## config.mk

```make
export PLATFORM = sky130hd
export DESIGN_NAME = bb_sram_bridge
export DESIGN_NICKNAME = d
export VERILOG_FILES = /design/src/bb_bus_pkg.sv /design/src/sram_pkg.sv /design/src/bb_sram_bridge.sv
export VERILOG_INCLUDE_DIRS = /design/src
export SDC_FILE = /design/constraint.sdc
export NUM_CORES = 1
export LEC_CHECK = 0
export ABC_CLOCK_PERIOD_IN_PS = 3600
export BUFFER_PORTS_ARGS = -buffer_cell sky130_fd_sc_hd__buf_2
export CAP_MARGIN = 30
export CORE_ASPECT_RATIO = 0.7
export CORE_MARGIN = 4
export CORE_UTILIZATION = 33
export DETAILED_ROUTE_END_ITERATION = 7
export PLACE_DENSITY_LB_ADDON = 0.12
export SYNTH_ARGS = -nofsm -noshare
export SYNTH_HDL_FRONTEND = slang
export SYNTH_SLANG_ARGS = --single-unit
```

## constraint.sdc

```tcl
create_clock -name bb_clk_i -period 3.6 [get_ports bb_clk_i]
set_input_delay 0.18 -clock bb_clk_i [delete_from_list [all_inputs] [get_ports bb_clk_i]]
set_output_delay 0.18 -clock bb_clk_i [all_outputs]
set_load 0.02 [all_outputs]
```

## src/bb_sram_defines.svh

```systemverilog
// Sizes the whole design; BB_BYTE_AW must equal log2(BB_SW) and only BB_DW of 32 is supported
`ifndef BB_SRAM_DEFINES_SVH
`define BB_SRAM_DEFINES_SVH

////////////////////////////////////////////////////////////////////////////
// Bus widths
////////////////////////////////////////////////////////////////////////////

// Data word on the bus and in the RAM
`define BB_DW 32

// Byte address width seen by the bus master
`define BB_AW 32

// Byte lanes per word
`define BB_SW (`BB_DW / 8)

// Byte-in-word field of a byte address
// Kept in step with BB_SW by hand
`define BB_BYTE_AW 2

////////////////////////////////////////////////////////////////////////////
// RAM geometry
////////////////////////////////////////////////////////////////////////////

// Word address width of the RAM, 1024 words
// Bus address bits above this are dropped, so addresses wrap
`define SRAM_AW 10

`endif

```

## src/bb_bus_pkg.sv

```systemverilog
// Bus-side types only; widths come from the defines header and the address is little endian
`include "bb_sram_defines.svh"

package bb_bus_pkg;

  ////////////////////////////////////////////////////////////////////////////
  // Data and byte select
  ////////////////////////////////////////////////////////////////////////////

  // One bus data word
  typedef logic [`BB_DW-1:0] bb_data_t;

  // Byte select, one bit per lane
  // Bit 0 covers data bits 7:0
  typedef logic [`BB_SW-1:0] bb_sel_t;

  ////////////////////////////////////////////////////////////////////////////
  // Address views
  ////////////////////////////////////////////////////////////////////////////

  /*
   * +--------------------+--------------+
   * |    word address    | byte in word |
   * +--------------------+--------------+
   *  BB_AW-BB_BYTE_AW       BB_BYTE_AW
   */

  // Word and byte fields of a byte address
  typedef struct packed {
    logic [`BB_AW-`BB_BYTE_AW-1:0] word;
    logic [`BB_BYTE_AW-1:0]        byte_sel;
  } bb_addr_fields_t;

  // Same bus address seen flat or split into fields
  // The master writes the flat view
  // The bridge decodes through the field view
  typedef union packed {
    logic [`BB_AW-1:0] flat;
    bb_addr_fields_t   fields;
  } bb_addr_u;

endpackage

```

## src/sram_pkg.sv

```systemverilog
// RAM-side types only; the RAM is word addressed and sized by SRAM_AW in the defines header
`include "bb_sram_defines.svh"

package sram_pkg;

  ////////////////////////////////////////////////////////////////////////////
  // Generic RAM port types
  ////////////////////////////////////////////////////////////////////////////

  // Stored word
  // Same width as the bus data word
  typedef logic [`BB_DW-1:0] sram_word_t;

  // Word address into the array
  // No byte bits here, the bridge strips them
  typedef logic [`SRAM_AW-1:0] sram_addr_t;

  // Per-lane write mask
  // Bit n enables data bits 8n+7 down to 8n
  typedef logic [`BB_SW-1:0] sram_sel_t;

endpackage

```

## src/bb_sram_bridge.sv

```systemverilog
// Master must keep bb_en_i low in reset and select a lane on writes; no waits, no error response
`timescale 1ns/1ps
`include "bb_sram_defines.svh"

module bb_sram_bridge (
  // Clock and reset
  input  logic                 bb_clk_i,
  input  logic                 bb_rst_i,

  // Blackbone bus side
  input  logic                 bb_en_i,
  input  logic                 bb_we_i,
  input  logic                 bb_burst_i,
  input  bb_bus_pkg::bb_sel_t  bb_sel_i,
  input  bb_bus_pkg::bb_addr_u bb_addr_i,
  input  bb_bus_pkg::bb_data_t bb_din_i,
  output bb_bus_pkg::bb_data_t bb_dout_o,

  // Generic RAM port
  output logic                 ram_ce_o,
  output logic                 ram_we_o,
  output sram_pkg::sram_addr_t ram_addr_o,
  output sram_pkg::sram_word_t ram_din_o,
  output sram_pkg::sram_sel_t  ram_sel_o,
  input  sram_pkg::sram_word_t ram_dout_i
);

  ////////////////////////////////////////////////////////////////////////////
  // Signals
  ////////////////////////////////////////////////////////////////////////////

  // Word address taken from the bus, upper bits dropped
  sram_pkg::sram_addr_t bus_word_addr;

  // Word address of the most recent access
  sram_pkg::sram_addr_t last_addr_q;

  // Any access seen since reset
  logic                 addr_vld_q;

  // Next word for a burst beat
  sram_pkg::sram_addr_t burst_addr;

  // Address actually sent to the RAM this cycle
  sram_pkg::sram_addr_t word_addr;

  ////////////////////////////////////////////////////////////////////////////
  // Address generation
  ////////////////////////////////////////////////////////////////////////////

  // Byte field is ignored, access is always a whole word with lane masks
  assign bus_word_addr = bb_addr_i.fields.word[`SRAM_AW-1:0];

  // Burst steps one word past the last access
  // Before any access the burst starts at word 0
  always_comb begin
    if (addr_vld_q) begin
      burst_addr = last_addr_q + 1'b1;
    end else begin
      burst_addr = '0;
    end
  end

  // Bus address is don't care during a burst
  assign word_addr = bb_burst_i ? burst_addr : bus_word_addr;

  // Remember last word address, held across idle cycles
  always_ff @(posedge bb_clk_i) begin
    if (bb_rst_i) begin
      last_addr_q <= '0;
      addr_vld_q  <= 1'b0;
    end else if (bb_en_i) begin
      last_addr_q <= word_addr;
      addr_vld_q  <= 1'b1;
    end
  end

  ////////////////////////////////////////////////////////////////////////////
  // RAM strobes and data
  ////////////////////////////////////////////////////////////////////////////

  // Every enabled cycle is one RAM access
  assign ram_ce_o   = bb_en_i;
  assign ram_we_o   = bb_en_i & bb_we_i;
  assign ram_addr_o = word_addr;
  assign ram_din_o  = bb_din_i;

  // Lanes only on writes
  assign ram_sel_o  = (bb_en_i && bb_we_i) ? bb_sel_i : '0;

  // RAM output is already registered, one cycle read latency
  assign bb_dout_o  = ram_dout_i;

  ////////////////////////////////////////////////////////////////////////////
  // Bus protocol checks
  ////////////////////////////////////////////////////////////////////////////

  // A write with no lane would be a silent no-op
  a_wr_has_lane : assert property (
    @(posedge bb_clk_i) disable iff (bb_rst_i)
    (bb_en_i && bb_we_i) |-> (bb_sel_i != '0)
  ) else $error("bus write with no byte lane selected");

  // Burst only makes sense on an enabled cycle
  a_burst_with_en : assert property (
    @(posedge bb_clk_i) disable iff (bb_rst_i)
    bb_burst_i |-> bb_en_i
  ) else $error("bb_burst_i high without bb_en_i");

endmodule

```

======== Yosys cells after proc, flatten, opt, wreduce, memory -nomap -nowiden ========
Cells that the tools add are included.
storage, ports and cells
  flip-flop bits (word level) ............. 11
  bits of input ports ..................... 105
  output and inout bits ................... 80
  logic and storage cells ................. 8
operators by class
  add/subtract/negate cells ............... 1
  muxes and demuxes ....................... 3
  bitwise gates (word level) .............. 1
  reduce and logical (&&, ||, !) cells .... 1
operators by type and width
  operator                                        number
  two-way mux 10 bit                              2
  adder 10 x 1 -> 10 bit (second input constant)  1
  two-way mux 4 bit                               1
  bitwise AND 1 bit                               1
  logical AND 1 bit                               1

======== Logic depth before layout (Yosys ltp) ========
  depth in word-level cells ............... 3
  gate-level depth with buffers ........... 5
  depth with buffers taken out ............ 5

======== Worst setup path after synthesis ========
Ideal clock, no wire load.
  path kind ............................... reg-to-output
  start ................................... register last_addr_q[2]
  end ..................................... output port ram_addr_o[9]
  data arrival time ....................... 1.316 ns
  required time ........................... 3.420 ns
  slack ................................... 2.104 ns
  cell stages (with the launch flop) ...... 5
  buffers on the path ..................... 0
  cells stage by stage .................... dfxtp_1 nand3_1 nor4_1 xor2_1 a22o_1
on the way
  cells in the longest elaborated chain, start to end .. 3
RTL lines
  what                      line                  RTL
  start: declaration        bb_sram_bridge.sv:36  sram_pkg::sram_addr_t last_addr_q;
  start signal: assignment  bb_sram_bridge.sv:73  last_addr_q <= word_addr;
  adder 10 x 1 -> 10 bit    bb_sram_bridge.sv:58  burst_addr = last_addr_q + 1'b1;
  two-way mux 10 bit        bb_sram_bridge.sv:57  if (addr_vld_q) begin
  two-way mux 10 bit        bb_sram_bridge.sv:65  assign word_addr = bb_burst_i ? burst_addr : bus_word_addr;
  end: declaration          bb_sram_bridge.sv:22  output sram_pkg::sram_addr_t ram_addr_o,
No other way between the ends.

======== Worst setup path in the final report ========
  start ................................... register last_addr_q[3]
  end ..................................... output port ram_addr_o[9]
Same word-level chain as after synthesis.

==> run summary <==
Sw frac -> 30.1%
CTS-repair resized insts -> 0
Remaining antenna violation count after routing -> 0
Final hold violations -> 0
HPWL Detailed -> 2410 µm
Area growth syn-to-layout -> -19.3%
Mapped Nets -> 273
Post-synth ARST share -> 0%
Yosys warnings -> 0
Crit. Startpoint -> last_addr_q[3]$_SDFFE_PP0P_
Largest net degree at the start of global routing -> 29
Seq/Total Area, Yosys -> 17.0%
P_leak -> 0.465 nW
CP required -> 3.42 ns
# DRC -> 0
Initial DRC count -> 48
Hold WC Path Type -> input pin to flip-flop
Cell count after synthesis -> 167
Worst VDD drop -> 86.9 µV
Final core utilization -> 28.7%
Fin nets -> 241
Clock skew -> 0.00101 ns
Xor/xnor cell area share of the yosys netlist -> 5.39%
Total congestion overflow -> 0
Post-synthesis register bit count -> 11
WS Path Type -> flip-flop to output port
Clock sink total -> 11
Total design power -> 0.339 mW
Fmax -> 478 MHz
Initial antenna violation count -> 0
Max-slew violations -> 0
Largest family of logic cells by synthesized area -> buffers and inverters
CP arrival -> 1.91 ns
Critical Path End -> ram_addr_o[9]
Post-synth top area share -> 38.7%
Reg2Reg Depth -> 4
Die area -> 0.00502 mm²
Vias per std cell -> 5.09
Max-slew headroom -> 58.4%
Clock slew at reported path FFs -> 0.05 ns
Synth area leader -> buf_4
Tot GR Track Use -> 12.2%
Combinational Power Share -> 22.2%
Fin Hold WS -> 0.211 ns
Fin crit period -> 2.09 ns
WL/cell -> 16.9 µm
Global placer's final weighted congestion -> 0.688
Pint -> 0.237 mW
Status -> complete, no violations
FP Rows -> 18
Max cap viols -> 0
Root Driver -> clkbuf_8
Compound-cell area share of the yosys netlist -> 11.8%
Switch Pwr -> 0.102 mW
Synth Cell Area -> 0.00130 mm²
Die Wd -> 83.0 µm
Die Ht -> 60.5 µm
Worst setup EP type -> output port
Worst slew pin tran -> 0.619 ns
Num CTS Buffers -> 3
RSZ-0062 raised after global routing -> no
Worst-skew pair later-pin latency -> 0.24 ns
Antenna Cells -> 0
Vias -> 936
Simple-Gate Fraction of Synth Area -> 21.8%
Core Area -> 0.00365 mm²
Synth Area in Adders -> 0.963%
H-tree depth -> 1
Avg Inst Size Synth -> 7.78 µm²
Initial core utilization -> 35.6%
Crit start category -> flip-flop
Clk buf depth -> 2
R2r startpoint -> last_addr_q[3]$_SDFFE_PP0P_
Final WL -> 3110 µm
Crit-path max FO -> 5
IO buf count -> 34
IO Count -> 185
Global-route wire length before repair -> 4760 µm
Post-synth EDFFs -> 0
Sequential Power Share -> 41.2%
Layout cells sized above 1 -> 29.9%
Setup TNS -> 0 ns
Top cells by count, synth -> buf_4, nand2_1, dfxtp_1, nor2_1, nand3_1
Fin crit share -> 58.1%
Hold_buf cts -> 0
Setup repair bufs after CTS -> 0
Count leader, synth -> buf_4
Netlist cell types -> 35
Reg2Reg Capture Point -> last_addr_q[9]$_SDFFE_PP0P_
Final setup fails -> 0
Number of global-route vias before repair -> 939
Detailed Routing Iterations Pass 1 -> 4
Post-synthesis mux area share -> 1.64%
CTS tree -> built
Main flop type after synthesis -> dfxtp_1
Clock share of power -> 36.6%
Pwr dens -> 324 mW/mm²
Synth area leaders -> buf_4, dfxtp_1, nand2_1
Worst R2R Setup Slack -> 2.02 ns
-- how the worst min path moves through the flow --
| stage | endpoint | slack, ns | depth (start not counted) | start |
|---|---|---|---|---|
| 2_1_floorplan | last_addr_q[5]$_SDFFE_PP0P_ | 0.33 | 2 | bb_addr_i[7] |
| 3_3_place_gp | bb_dout_o[10] | 0.36 | 0 | ram_dout_i[10] |
| 3_5_place_dp | bb_dout_o[10] | 0.36 | 0 | ram_dout_i[10] |
| 4_1_cts | last_addr_q[5]$_SDFFE_PP0P_ | 0.20 | 3 | bb_addr_i[7] |
| 5_1_grt | last_addr_q[4]$_SDFFE_PP0P_ | 0.26 | 3 | bb_addr_i[6] |
| 6_report | last_addr_q[5]$_SDFFE_PP0P_ | 0.21 | 3 | bb_addr_i[7] |
-- critical path: stages, from the launching register on --
cell     delay (ns)
dfxtp_1        0.44
nand3_1        0.13
nor4_1         0.58
xor2_1         0.14
a22o_1         0.23
buf_2          0.15
-- cell families after synthesis --
| logic type | after synthesis |
|---|---|
| muxes | 2 |
| adders and majority gates | 1 |
| buffers and inverters | 74 |
| and+or+nand+nor | 51 |
| DFF | 11 |
| xor gates and xnor gates | 8 |
| AOI/OAI and AO/OA | 20 |
-- through the flow --
step / cell area (µm²) / worst slack (ns) / std cells
after floorplan: 1300 / 2.10 / 167
after global placement: 1000 / 1.85 / 180
after detailed placement: 1000 / 1.84 / 180
after CTS: 1050 / 1.56 / 184
after global routing: 1050 / 1.39 / 184
final: 1050 / 1.51 / 184
-- registers in the layout (all words and copies together) (netlist names) --
signal	cells
last_addr_q	10
addr_vld_q	1
-- layout make-up --
type | instances | area (µm²)
clock buffers | 4 | 45.0
fillers | 420 | 2600
inverters | 3 | 11.3
multi-input cells | 82 | 539
flip-flops and latches | 11 | 220
well taps | 50 | 62.6
repair buffers | 34 | 170
-- power groups by stage --
| stage | clock network, mW | registers, mW | logic (mW) |
|---|---|---|---|
| after floorplan | 0 | 0.139 | 0.156 |
| after global placement | 0 | 0.141 | 0.0746 |
| after detailed placement | 0 | 0.142 | 0.0758 |
| after CTS | 0.128 | 0.140 | 0.0764 |
| after global routing | 0.136 | 0.141 | 0.0839 |
| final | 0.124 | 0.140 | 0.0753 |
-- layout by cell type, fill, tap and decap left out --
cell type and count:
clkbuf_1 1, buf_2 34, and3_1 4, a311oi_1 4, nand4_4 1, o21ai_0 1, nand2_1 15, nand3b_1 3
nand3_1 7, clkbuf_8 3, xor2_1 3, xnor2_1 5, nor2b_1 2, nor2_1 8, mux2i_1 1, nand2b_1 2
mux2_2 1, o2bb2ai_1 2, and2b_1 1, dfxtp_1 11, o22ai_1 1, nor3_1 1, nand4b_1 1, nand4_1 1
ha_1 1, a31oi_1 6, or4b_1 1, inv_1 3, o32ai_1 1, and2_1 2, a22o_1 4, nor4_1 1
a21boi_0 1, and4_4 1
-- routing by layer --
metal	share of wire, %	GRT usage (%)	vias to the layer above
li1	-	-	437
met1	39	12.0	410
met5	0	0	-
met2	46	21.0	61
met3	10	5.97	28
met4	4.8	8.39	0
No activity file was read; power rests on OpenSTA's default activity.
